$ cat src/source/calcPkg.sv
package calcPkg;

    // ----------------------------------------------------------------------
    // sizes
    // ----------------------------------------------------------------------

    localparam int wordWidth = 32;
    localparam int stackDepth = 16;
    localparam int stackAddrWidth = 4;

    // one bit wider than the address so a full stack can be reported.
    localparam int depthWidth = 5;

    localparam int frameBytes = 5;
    localparam int respBytes = 4;

    // bit time of the serial line in clock cycles.
    localparam int clocksPerBit = 16;

    // ----------------------------------------------------------------------
    // opcodes
    // ----------------------------------------------------------------------

    localparam logic [7:0] opPush = 8'h01;
    localparam logic [7:0] opPop = 8'h02;
    localparam logic [7:0] opCopy = 8'h03;
    localparam logic [7:0] opAdd = 8'h04;
    localparam logic [7:0] opSub = 8'h05;
    localparam logic [7:0] opMul = 8'h06;
    localparam logic [7:0] opDiv = 8'h08;
    localparam logic [7:0] opSwap = 8'h09;
    localparam logic [7:0] opMod = 8'h0A;
    localparam logic [7:0] opAppend = 8'h21;
    localparam logic [7:0] opClear = 8'h80;

    // opcode run by the execute button, indexed by the low three switch bits.
    localparam logic [7:0] execOpcodes [0:7] = '{
        opAdd, opSub, opMul, opDiv, opMod, opPop, opCopy, opSwap
    };

    typedef struct packed {
        logic [7:0] opcode;
        logic [wordWidth-1:0] operand;
    } calcCmd_t;

    typedef struct packed {
        logic [wordWidth-1:0] top;
        logic [depthWidth-1:0] depth;
        logic empty;
        logic error;
    } calcStatus_t;

endpackage

$ cat src/source/calcControl.sv
`timescale 1ns/1ps

module calcControl (
    input  logic Clk,
    input  logic rst,
    input  logic [7:0] switch,
    input  logic btnPushLow,
    input  logic btnPushHi,
    input  logic btnExecute,
    input  logic btnOutputHi,
    input  logic rxValid,
    input  logic [7:0] rxByte,
    input  logic txBusy,
    output logic txStart,
    output logic [7:0] txByte,
    output calcPkg::calcCmd_t cmd,
    output logic start,
    input  logic coreBusy,
    input  logic [calcPkg::wordWidth-1:0] coreTop,
    output logic ready
);

    typedef enum logic [1:0] {stateIdle, stateExecute, stateWait, stateRespond} ctrlState_t;

    ctrlState_t state;
    calcPkg::calcCmd_t btnCmd;
    logic btnHit;
    logic [(calcPkg::frameBytes-1)*8-1:0] frameHead;
    logic [2:0] frameCount;
    logic respOwed;
    logic [2:0] respCount;
    logic [calcPkg::wordWidth-1:0] respWord;

    // button priority: push low, push high, clear, then execute by switch.
    always_comb
    begin
        btnCmd = '0;
        btnHit = 1'b1;
        if (btnPushLow)
        begin
            btnCmd.opcode = calcPkg::opPush;
            btnCmd.operand = {{(calcPkg::wordWidth-8){1'b0}}, switch};
        end
        else if (btnPushHi)
        begin
            btnCmd.opcode = calcPkg::opAppend;
            btnCmd.operand = {{(calcPkg::wordWidth-8){1'b0}}, switch};
        end
        else if (btnExecute && btnOutputHi)
            btnCmd.opcode = calcPkg::opClear;
        else if (btnExecute)
            btnCmd.opcode = calcPkg::execOpcodes[switch[2:0]];
        else
            btnHit = 1'b0;
    end

    always_ff @(posedge Clk)
    begin
        if (rst)
        begin
            state <= stateIdle;
            frameCount <= '0;
            respOwed <= 1'b0;
            respCount <= '0;
            txStart <= 1'b0;
            start <= 1'b0;
        end
        else
        begin
            txStart <= 1'b0;
            start <= 1'b0;
            case (state)
                stateIdle:
                begin
                    if (btnHit)
                    begin
                        cmd <= btnCmd;
                        start <= 1'b1;
                        respOwed <= 1'b0;
                        frameCount <= '0;
                        state <= stateExecute;
                    end
                    else if (rxValid)
                    begin
                        // the fifth byte completes the frame and goes out at once.
                        if (frameCount == 3'(calcPkg::frameBytes - 1))
                        begin
                            cmd <= {frameHead, rxByte};
                            start <= 1'b1;
                            respOwed <= 1'b1;
                            frameCount <= '0;
                            state <= stateExecute;
                        end
                        else
                        begin
                            frameHead <= {frameHead[(calcPkg::frameBytes-2)*8-1:0], rxByte};
                            frameCount <= frameCount + 1'b1;
                        end
                    end
                end
                stateExecute:
                    state <= stateWait;
                stateWait:
                begin
                    if (!coreBusy)
                    begin
                        respWord <= coreTop;
                        respCount <= '0;
                        state <= respOwed ? stateRespond : stateIdle;
                    end
                end
                default:
                begin
                    // one byte per free transmitter, most significant first.
                    if (!txBusy && !txStart)
                    begin
                        if (respCount == 3'(calcPkg::respBytes))
                        begin
                            respOwed <= 1'b0;
                            state <= stateIdle;
                        end
                        else
                        begin
                            txStart <= 1'b1;
                            txByte <= respWord[calcPkg::wordWidth-1 -: 8];
                            respWord <= respWord << 8;
                            respCount <= respCount + 1'b1;
                        end
                    end
                end
            endcase
        end
    end

    assign ready = (state == stateIdle);

endmodule

$ cat src/source/calcCore.sv
`timescale 1ns/1ps

module calcCore (
    input  logic Clk,
    input  logic rst,
    input  calcPkg::calcCmd_t cmd,
    input  logic start,
    output logic busy,
    output calcPkg::calcStatus_t status
);

    typedef logic [calcPkg::depthWidth-1:0] count_t;

    calcPkg::calcCmd_t cmdReg;
    logic phase;
    logic fault;
    logic faultNow;
    logic error;
    count_t needed;
    logic grows;
    logic known;
    logic divZero;

    logic pop1;
    logic pop2;
    logic push;
    logic clear;
    logic [calcPkg::wordWidth-1:0] pushData;
    logic [calcPkg::wordWidth-1:0] top;
    logic [calcPkg::wordWidth-1:0] second;
    count_t depth;

    calcStack i_calcStack (
        .Clk(Clk),
        .rst(rst),
        .pop1(pop1),
        .pop2(pop2),
        .push(push),
        .clear(clear),
        .pushData(pushData),
        .top(top),
        .second(second),
        .depth(depth)
    );

    // ----------------------------------------------------------------------
    // first cycle: fault check against the current depth
    // ----------------------------------------------------------------------

    always_comb
    begin
        needed = '0;
        grows = 1'b0;
        known = 1'b1;
        divZero = 1'b0;
        case (cmdReg.opcode)
            calcPkg::opPush:
                grows = 1'b1;
            calcPkg::opAppend, calcPkg::opPop:
                needed = count_t'(1);
            calcPkg::opCopy:
            begin
                needed = count_t'(1);
                grows = 1'b1;
            end
            calcPkg::opAdd, calcPkg::opSub, calcPkg::opMul, calcPkg::opSwap:
                needed = count_t'(2);
            calcPkg::opDiv, calcPkg::opMod:
            begin
                needed = count_t'(2);
                divZero = (top == '0);
            end
            calcPkg::opClear:
                needed = '0;
            default:
                known = 1'b0;
        endcase
        faultNow = !known || divZero || (depth < needed) ||
                   (grows && depth == count_t'(calcPkg::stackDepth));
    end

    // ----------------------------------------------------------------------
    // second cycle: result and stack request
    // ----------------------------------------------------------------------

    always_comb
    begin
        pop1 = 1'b0;
        pop2 = 1'b0;
        push = 1'b0;
        clear = 1'b0;
        pushData = cmdReg.operand;
        if (busy && phase && !fault)
        begin
            case (cmdReg.opcode)
                calcPkg::opPush:
                    push = 1'b1;
                calcPkg::opAppend:
                begin
                    pop1 = 1'b1;
                    push = 1'b1;
                    pushData = {top[calcPkg::wordWidth-9:0], cmdReg.operand[7:0]};
                end
                calcPkg::opAdd, calcPkg::opSub, calcPkg::opMul,
                calcPkg::opDiv, calcPkg::opMod:
                begin
                    pop1 = 1'b1;
                    pop2 = 1'b1;
                    push = 1'b1;
                    case (cmdReg.opcode)
                        calcPkg::opAdd: pushData = second + top;
                        calcPkg::opSub: pushData = second - top;
                        calcPkg::opMul: pushData = second * top;
                        calcPkg::opDiv: pushData = second / top;
                        default: pushData = second % top;
                    endcase
                end
                calcPkg::opPop:
                    pop1 = 1'b1;
                calcPkg::opCopy:
                begin
                    push = 1'b1;
                    pushData = top;
                end
                calcPkg::opSwap:
                begin
                    // drop the second word and put it back on top.
                    pop2 = 1'b1;
                    push = 1'b1;
                    pushData = second;
                end
                calcPkg::opClear:
                    clear = 1'b1;
                default:
                    clear = 1'b0;
            endcase
        end
    end

    always_ff @(posedge Clk)
    begin
        if (rst)
        begin
            busy <= 1'b0;
            phase <= 1'b0;
            fault <= 1'b0;
            error <= 1'b0;
        end
        else if (!busy)
        begin
            busy <= start;
            phase <= 1'b0;
        end
        else if (!phase)
        begin
            phase <= 1'b1;
            fault <= faultNow;
        end
        else
        begin
            // the stack and the flag change together on this edge.
            busy <= 1'b0;
            phase <= 1'b0;
            error <= fault;
        end
    end

    always_ff @(posedge Clk)
    begin
        if (start && !busy)
            cmdReg <= cmd;
    end

    always_comb
    begin
        status.top = (depth == '0) ? '0 : top;
        status.depth = depth;
        status.empty = (depth == '0);
        status.error = error;
    end

endmodule

$ cat src/source/calcStack.sv
`timescale 1ns/1ps

module calcStack (
    input  logic Clk,
    input  logic rst,
    input  logic pop1,
    input  logic pop2,
    input  logic push,
    input  logic clear,
    input  logic [calcPkg::wordWidth-1:0] pushData,
    output logic [calcPkg::wordWidth-1:0] top,
    output logic [calcPkg::wordWidth-1:0] second,
    output logic [calcPkg::depthWidth-1:0] depth
);

    typedef logic [calcPkg::stackAddrWidth-1:0] addr_t;
    typedef logic [calcPkg::depthWidth-1:0] count_t;

    logic [calcPkg::wordWidth-1:0] mem [calcPkg::stackDepth];
    count_t count;
    count_t afterPop;
    addr_t topAddr;
    addr_t secondAddr;
    addr_t pushAddr;

    // pop1 removes the top word and pop2 the word below it. a push then
    // lands on the shortened stack, so one request covers a whole operation.
    always_comb
    begin
        topAddr = addr_t'(count - 1'b1);
        secondAddr = addr_t'(count - 2'd2);
        afterPop = count - count_t'(pop1) - count_t'(pop2);
        pushAddr = addr_t'(afterPop);
    end

    always_ff @(posedge Clk)
    begin
        if (rst || clear)
            count <= '0;
        else
            count <= afterPop + count_t'(push);
    end

    always_ff @(posedge Clk)
    begin
        if (!clear)
        begin
            // removing only the second word writes the top back one slot down.
            if (pop2 && !pop1)
                mem[secondAddr] <= mem[topAddr];
            if (push)
                mem[pushAddr] <= pushData;
        end
    end

    assign top = mem[topAddr];
    assign second = mem[secondAddr];
    assign depth = count;

endmodule

$ cat src/source/miniCalc.sv
`timescale 1ns/1ps

module miniCalc (
    input  logic Clk,
    input  logic rst,
    input  logic [7:0] switch,
    input  logic btnPushLow,
    input  logic btnPushHi,
    input  logic btnExecute,
    input  logic btnOutputHi,
    input  logic uartRx,
    output logic uartTx,
    output logic ready,
    output calcPkg::calcStatus_t status
);

    logic rxValid;
    logic [7:0] rxByte;
    logic txStart;
    logic [7:0] txByte;
    logic txBusy;
    calcPkg::calcCmd_t cmd;
    logic start;
    logic coreBusy;

    uartRx i_uartRx (
        .Clk(Clk),
        .rst(rst),
        .uartRx(uartRx),
        .rxValid(rxValid),
        .rxByte(rxByte)
    );

    uartTx i_uartTx (
        .Clk(Clk),
        .rst(rst),
        .txStart(txStart),
        .txByte(txByte),
        .uartTx(uartTx),
        .txBusy(txBusy)
    );

    calcControl i_calcControl (
        .Clk(Clk),
        .rst(rst),
        .switch(switch),
        .btnPushLow(btnPushLow),
        .btnPushHi(btnPushHi),
        .btnExecute(btnExecute),
        .btnOutputHi(btnOutputHi),
        .rxValid(rxValid),
        .rxByte(rxByte),
        .txBusy(txBusy),
        .txStart(txStart),
        .txByte(txByte),
        .cmd(cmd),
        .start(start),
        .coreBusy(coreBusy),
        .coreTop(status.top),
        .ready(ready)
    );

    calcCore i_calcCore (
        .Clk(Clk),
        .rst(rst),
        .cmd(cmd),
        .start(start),
        .busy(coreBusy),
        .status(status)
    );

endmodule

$ cat src/source/uartRx.sv
`timescale 1ns/1ps

module uartRx (
    input  logic Clk,
    input  logic rst,
    input  logic uartRx,
    output logic rxValid,
    output logic [7:0] rxByte
);

    typedef logic [$clog2(calcPkg::clocksPerBit)-1:0] timer_t;
    typedef enum logic [1:0] {rxIdle, rxStart, rxData, rxStop} rxState_t;

    rxState_t state;
    timer_t bitTimer;
    logic [2:0] bitIndex;
    logic [1:0] lineSync;
    logic line;
    logic bitEnd;

    assign line = lineSync[1];
    assign bitEnd = (bitTimer == timer_t'(calcPkg::clocksPerBit - 1));

    always_ff @(posedge Clk)
    begin
        if (rst)
        begin
            state <= rxIdle;
            bitTimer <= '0;
            bitIndex <= '0;
            lineSync <= 2'b11;
            rxValid <= 1'b0;
        end
        else
        begin
            lineSync <= {lineSync[0], uartRx};
            rxValid <= 1'b0;
            bitTimer <= bitTimer + 1'b1;
            case (state)
                rxIdle:
                begin
                    bitTimer <= '0;
                    if (!line)
                        state <= rxStart;
                end
                rxStart:
                begin
                    // re-check the start bit half a bit later to reject glitches.
                    if (bitTimer == timer_t'(calcPkg::clocksPerBit / 2 - 1))
                    begin
                        bitTimer <= '0;
                        bitIndex <= '0;
                        state <= line ? rxIdle : rxData;
                    end
                end
                rxData:
                begin
                    if (bitEnd)
                    begin
                        bitIndex <= bitIndex + 1'b1;
                        if (bitIndex == 3'd7)
                            state <= rxStop;
                    end
                end
                default:
                begin
                    if (bitEnd)
                    begin
                        rxValid <= line;
                        state <= rxIdle;
                    end
                end
            endcase
        end
    end

    // data arrives least significant bit first.
    always_ff @(posedge Clk)
    begin
        if (state == rxData && bitEnd)
            rxByte <= {line, rxByte[7:1]};
    end

endmodule

$ cat src/source/uartTx.sv
`timescale 1ns/1ps

module uartTx (
    input  logic Clk,
    input  logic rst,
    input  logic txStart,
    input  logic [7:0] txByte,
    output logic uartTx,
    output logic txBusy
);

    typedef logic [$clog2(calcPkg::clocksPerBit)-1:0] timer_t;

    timer_t bitTimer;
    logic [3:0] bitCount;
    logic [9:0] frameShift;
    logic bitEnd;

    assign bitEnd = (bitTimer == timer_t'(calcPkg::clocksPerBit - 1));

    always_ff @(posedge Clk)
    begin
        if (rst)
        begin
            txBusy <= 1'b0;
            bitTimer <= '0;
            bitCount <= '0;
        end
        else if (!txBusy)
        begin
            bitTimer <= '0;
            bitCount <= '0;
            txBusy <= txStart;
        end
        else if (bitEnd)
        begin
            bitTimer <= '0;
            bitCount <= bitCount + 1'b1;
            if (bitCount == 4'd9)
                txBusy <= 1'b0;
        end
        else
        begin
            bitTimer <= bitTimer + 1'b1;
        end
    end

    // the frame holds stop bit, data and start bit, and bit 0 is on the line.
    always_ff @(posedge Clk)
    begin
        if (rst)
            frameShift <= '1;
        else if (!txBusy && txStart)
            frameShift <= {1'b1, txByte, 1'b0};
        else if (txBusy && bitEnd)
            frameShift <= {1'b1, frameShift[9:1]};
    end

    // ones shift in behind the stop bit, so the line rests high when idle.
    assign uartTx = frameShift[0];

endmodule
$ cat config.mk
export PLATFORM = sky130hd
export DESIGN_NAME = miniCalc
export DESIGN_NICKNAME = d
export VERILOG_FILES = /design/src/source/calcPkg.sv /design/src/source/calcControl.sv /design/src/source/calcCore.sv /design/src/source/calcStack.sv /design/src/source/miniCalc.sv /design/src/source/uartRx.sv /design/src/source/uartTx.sv
export SDC_FILE = /design/constraint.sdc
export NUM_CORES = 2
export LEC_CHECK = 0
export BUFFER_PORTS_ARGS = -buffer_cell sky130_fd_sc_hd__buf_2
export CAP_MARGIN = 0
export CORE_MARGIN = 2
export CORE_UTILIZATION = 45
export DETAILED_ROUTE_END_ITERATION = 16
export PLACE_DENSITY = 0.67
export REMOVE_ABC_BUFFERS = 1
export SYNTH_ARGS = -nofsm -noshare
export SYNTH_HDL_FRONTEND = slang
export SYNTH_SLANG_ARGS = --single-unit
$ cat constraint.sdc
create_clock -name Clk -period 204.2 [get_ports Clk]
set_input_delay 30.63 -clock Clk [delete_from_list [all_inputs] [get_ports Clk]]
set_output_delay 30.63 -clock Clk [all_outputs]
set_load 0.01 [all_outputs]
**Word-level counts from Yosys, hierarchy flattened**

Memory sizes are Yosys's and may differ from the RTL's.
Index checks and enable logic that the tools add are counted.

- Flip-flop bits (word level): 210
- Bits in latches: 0
- Bits in writable memories: 512
- ROM bits: 64
- Bits of input ports: 15
- Output and inout bits: 41
- Memories: 2

Memories:

| name | depth | width | read ports | clocked after memory_dff | wr ports | RTL line | source |
|---|---|---|---|---|---|---|---|
| i_calcCore.i_calcStack.mem | 16 | 32 | 2 | 0 | 2 | calcStack.sv:19 | `logic [calcPkg::wordWidth-1:0] mem [calcPkg::stackDepth];` |
| (name not given) | 8 | 8 | 1 | 0 | 0 | calcControl.sv:52 | `btnCmd.opcode = calcPkg::execOpcodes[switch[2:0]];` |

- Add/sub/neg operators: 13
- Multipliers: 1
- Divide/modulo/power cells: 2
- Magnitude comparators: 2
- Equal/unequal tests: 31
- Shifts and indexed selects: 0
- Mux-type cells: 84
- Bitwise gates (word level): 14
- Reductions and logical operators: 63

Operators by type and width:

| operator | number |
|---|---|
| 32-bit case mux with 4 select lines | 2 |
| 32-bit two-way mux | 5 |
| 40-bit two-way mux | 4 |
| 32-bit case mux with 2 select lines | 1 |
| 8-bit two-way mux | 6 |
| 1-bit two-way mux | 35 |
| 32-bit adder | 1 |
| 32-bit by 32-bit divider with 32-bit output | 1 |
| 32-bit logical NOT | 1 |
| 32-bit by 32-bit modulo with 32-bit output | 1 |
| 32-bit by 32-bit multiplier with 32-bit output | 1 |
| 32-bit subtractor | 1 |
| 2-bit two-way mux | 13 |
| 5-bit AND reduction | 5 |
| 8-bit by 3-bit equality test with 1-bit output, second input constant | 3 |
| 8-bit by 4-bit equality test with 1-bit output, second input constant | 3 |
| 3-bit two-way mux | 8 |
| 9-bit two-way mux | 2 |
| 8-bit by 2-bit equality test with 1-bit output, second input constant | 2 |
| 5-bit OR reduction | 3 |
| 2-bit nonzero test | 7 |
| 2-bit OR reduction | 7 |
| 1-bit inverter | 13 |
| 4-bit by 1-bit adder with 4-bit output, second input constant | 3 |
| other kinds (41) | 82 |

**Logic depth before layout (Yosys ltp)**

- Depth in word-level cells: 9
- Mapped depth: 404
- Mapped depth without buffers: 339

**Modules after synthesis**

A second synthesis with hierarchy kept.

- Cell total of the unflattened synthesis: 9377
- Area total of the unflattened synthesis: 89336.9 µm²

By module, submodules not included:

| module | times used | cells each | area an instance (µm²) |
|---|---|---|---|
| calcCore | 1 | 7200 | 52071.2 |
| calcStack | 1 | 1711 | 30660.7 |
| calcControl | 1 | 299 | 4864.7 |
| uartTx | 1 | 93 | 878.3 |
| uartRx | 1 | 74 | 862.1 |

**Worst setup path before layout**

No wires, ideal clock.

- Kind: register -> register
- From: register i_calcCore.i_calcStack.count[0], in the netlist i_calcCore.i_calcStack.depth[0]
- To: memory i_calcCore.i_calcStack.mem[0][15] (netlist name) (data pin)
- Library setup time: 0.267 ns
- Data arrival time: 79.103 ns
- Data required time: 203.933 ns
- Path slack: 124.831 ns
- Stages on the path, launching flop included: 372
- Buffers on the path: 74
- Clock period less this slack: 79.369 ns
- Cell sequence: dfxtp_1 -> buf_6 -> buf_8 -> buf_8 -> buf_8 -> buf_12 -> buf_6 -> buf_6 -> buf_4 -> buf_6 -> buf_4 -> buf_2 -> buf_2 -> inv_1 -> ha_1 -> buf_4 -> buf_4 -> buf_6 -> (+336 left out) -> ha_1 -> nor2b_1 -> o21ai_0 -> a21boi_0 -> o21ai_0 -> a21oi_1 -> or2_2 -> a211o_1 -> a41oi_1 -> a21oi_1 -> or2_2 -> clkbuf_1 -> nor3_1 -> a221o_1 -> a311oi_1 -> o22ai_1 -> clkbuf_1 -> o21ai_0

RTL lines:

| item | RTL line | source |
|---|---|---|
| from (decl) | calcStack.sv:20 | `count_t count;` |
| from (signal assigned) | calcStack.sv:41 | `count <= afterPop + count_t'(push);` |
| to (decl) | calcStack.sv:19 |  |

==> results.md <==
* Status: completed
* Max Cap Violations at 0
* Most common cell type on the critical path: ha_1
* Slowest stage delay, CP at 1.09 ns
* Leak at 38.31 nW
* Setup TNS at 0 ns
* Yosys warning total at 0
* Reg2reg path depth at roughly 320
* Fin crit period at slightly below 100 ns
* Cell count along the critical path at approximately 320
* WP data arrival at between 90 and 100 ns
* Clk slew on worst S/H paths at 0.06 ns
* RSZ-0062 raised after global routing: false
* Main synth FF type: edfxtp_1
* Drt initial violations at between 10000 and 15000
* Top cells by area, synth: edfxtp_1, ha_1, fa_1
* Area of the multi-input gates at a little over 60000 sq um
* Later-pin clock latency in the skew report at approximately 0.7 ns
* Avg Inst Size Synth at roughly 8.9 sq um
* Synth Instances at ~9900
* Area fraction of the dominant cell type after synthesis at a little under a quarter
* Worst-Margin Slew at 1.441 ns
* CP max FO at 29
* TritonCTS Buffers at roughly 70
* Clock root buffer: clkbuf_16
* Sequential-to-total area share from yosys stat at roughly a quarter
* # setup viols final at 0
* DP HPWL at about 290000 um
* Max Slew Vio Count at 0
* Initial antenna violation count at 28
* Count leader, synth: nand2_1
* CTS tree: done
* Peak Freq at 0.01020 GHz
* Area of the core at between 150000 and 200000 sq um
* Iteration count of the initial detailed-routing pass at 8
* Sequential Area at between 20000 and 25000 sq um
* Clock Path Buffers at 3
* Aggregate global routing overflow at 0
* Worst rel slew slack at 3.299%
* Port buffer count at 55
* Resize count post-CTS at 0
* All-layer global routing usage at between 30% and 40%
* # IOs at 56
* Synthesized area at between 80000 and 90000 sq um
* Clock Skew at 0.04692 ns
* Setup repair bufs after CTS at 0
* Util after Layout at between 40% and 50%
* Wirelength per Cell at roughly 31 um
* Power per cell area at between 5 and 6 nW/um^2
* Layout Nets at 10890
* Remaining DRCs at 0
* Hold WC Path Type: flop to flop
* Maximum vdd drop at 0.02378 mV
* Total clock sinks at a little over 700
* Buf/Inv on CP at 16
* Startpoint Class: flop
* Initial core utilization at between 40% and 50%
* Die area at roughly 200000 sq um
* Post-synth top area cell: edfxtp_1
* Critical Path RT at 204.54 ns
* Die height at 447.1 um
* Top cells by count, synth: nand2_1, nor2_1, inv_1
* Htree depth at 3
* Kind of cell adding the most delay to the critical path: compound AO/OA/AOI/OAI gates
* Row cnt at ~160
* Largest net degree at the start of global routing at 111
* First-pass GRT wire length at 553800 um
* Nature of the critical path endpoint: flop
* Die extent in x at roughly 450 um
* Yosys reg bits at roughly 720
* Number of global-route vias before repair at a little under 80000
* FILL cells at about 18000
* Asr flop ratio synth at 0%
* P&R area growth vs syn at 6.754%
* Final WL at a little under 400000 um
* Post-route ant nets at 0
* Kind of critical path: flop to flop
* Vias at roughly 82000
* Tcrit/Tclk final at between 40% and 50%
* Via/cell ratio at between 6 and 7
* GP Congestion at about 1.1
* Hold Path Stages at 1
* Final number of hold-violating endpoints at 0
* Cell variety after synth at ~120
* Layout cell share with drive strength beyond 1 at 11.93%
* Post-synth EDFFs at between 600 and 700
* Slowest cell on crit path: nor3_1
* Hold_buf cts at 0
path summary, 6_finish.rpt:
check                                  startpoint                                  to  slack, ns
setup / recovery  i_calcCore.i_calcStack.depth[1]  i_calcCore.i_calcStack.mem[14][15]     106.16
hold / removal               i_uartRx.lineSync[0]                i_uartRx.lineSync[1]       0.41
setup reg to reg  i_calcCore.i_calcStack.depth[1]  i_calcCore.i_calcStack.mem[14][15]     106.16
hold reg to reg              i_uartRx.lineSync[0]                i_uartRx.lineSync[1]       0.41
state kept, by name (all words and copies together), names as in the netlist, 8 cells and up:
register,cells
i_calcControl.txByte,8
i_calcControl.cmd,40
i_calcControl.respWord,32
i_calcControl.frameHead,32
i_uartTx.frameShift,9
i_calcCore.cmdReg,40
i_calcCore.i_calcStack.mem,512
i_uartRx.rxByte,8
through the flow:
stage,std cells,area (sq um),hold slack [ns],setup WS [ns],total power (W)
6_report,12440,94320,0.4057,106.16,0.0005039
5_1_grt,12420,94270,0.4207,101.10,0.0005198
4_1_cts,12420,94270,0.4041,109.30,0.0004975
3_5_place_dp,12290,91910,0.3997,109.72,0.0003614
3_3_place_gp,12290,91910,0.3995,111.62,0.0003592
2_1_floorplan,9338,85840,0.3895,105.88,0.0002913
area by class of cell:
cell class              count  area share (%)
flip-flops and latches    722           22.46
repair buffers            328           2.478
clock inverters            47          0.5717
diodes                     19         0.05041
clock buffers              80           1.930
multi-input cells        7865           66.04
inverters                 751           2.989
well taps                2624           3.481
placed cells by master (no fill, tap or decap), types with 68 or more instances in the layout:
cell type and count:
nor3_1 217, mux2i_1 95, inv_1 732, fa_1 411, ha_1 721, a211oi_1 68, a31oi_1 79, xnor2_1 316
mux2_2 146, buf_4 272, edfxtp_1 672, o21a_1 181, nor2_1 855, a21o_1 207, nand3_1 143, clkbuf_16 71
o211ai_1 78, o21ai_0 657, mux4_2 323, a21oi_1 518, nand2b_1 76, and2_1 88, nand2_1 1397, or3_1 89
xor2_1 169
report_power, final:
group	leakage, nW	switching, W	internal, W
sequential	5.02	0.00000445	0.000168
clock	1.14	0.0000603	0.0000765
combinational	32.1	0.000129	0.0000655
total	38.3	0.000194	0.000310
layer usage:
metal  track usage (%)  share of wire (%)
met5            0.1221              0.067
met4             25.58                8.2
met3             11.47                 13
met2             56.53                 42
met1             48.23                 37
cells by family (layout without fill, tap and decap cells):
| kind of cell | Yosys count | after routing | synth area share (%) |
|---|---|---|---|
| multiplexers | 577 | 577 | 11.36 |
| other | 0 | 19 | 0 |
| flip-flops | 722 | 722 | 23.97 |
| adder cells (fa/ha/maj) | 1134 | 1134 | 19.55 |
| AND/OR/NAND/NOR | 3245 | 3245 | 16.27 |
| buffers and inverters | 1323 | 1206 | 6.036 |
| XOR/XNOR | 490 | 490 | 4.857 |
| AO/OA/AOI/OAI | 2419 | 2419 | 17.96 |
(Power assumes the default switching activity.)
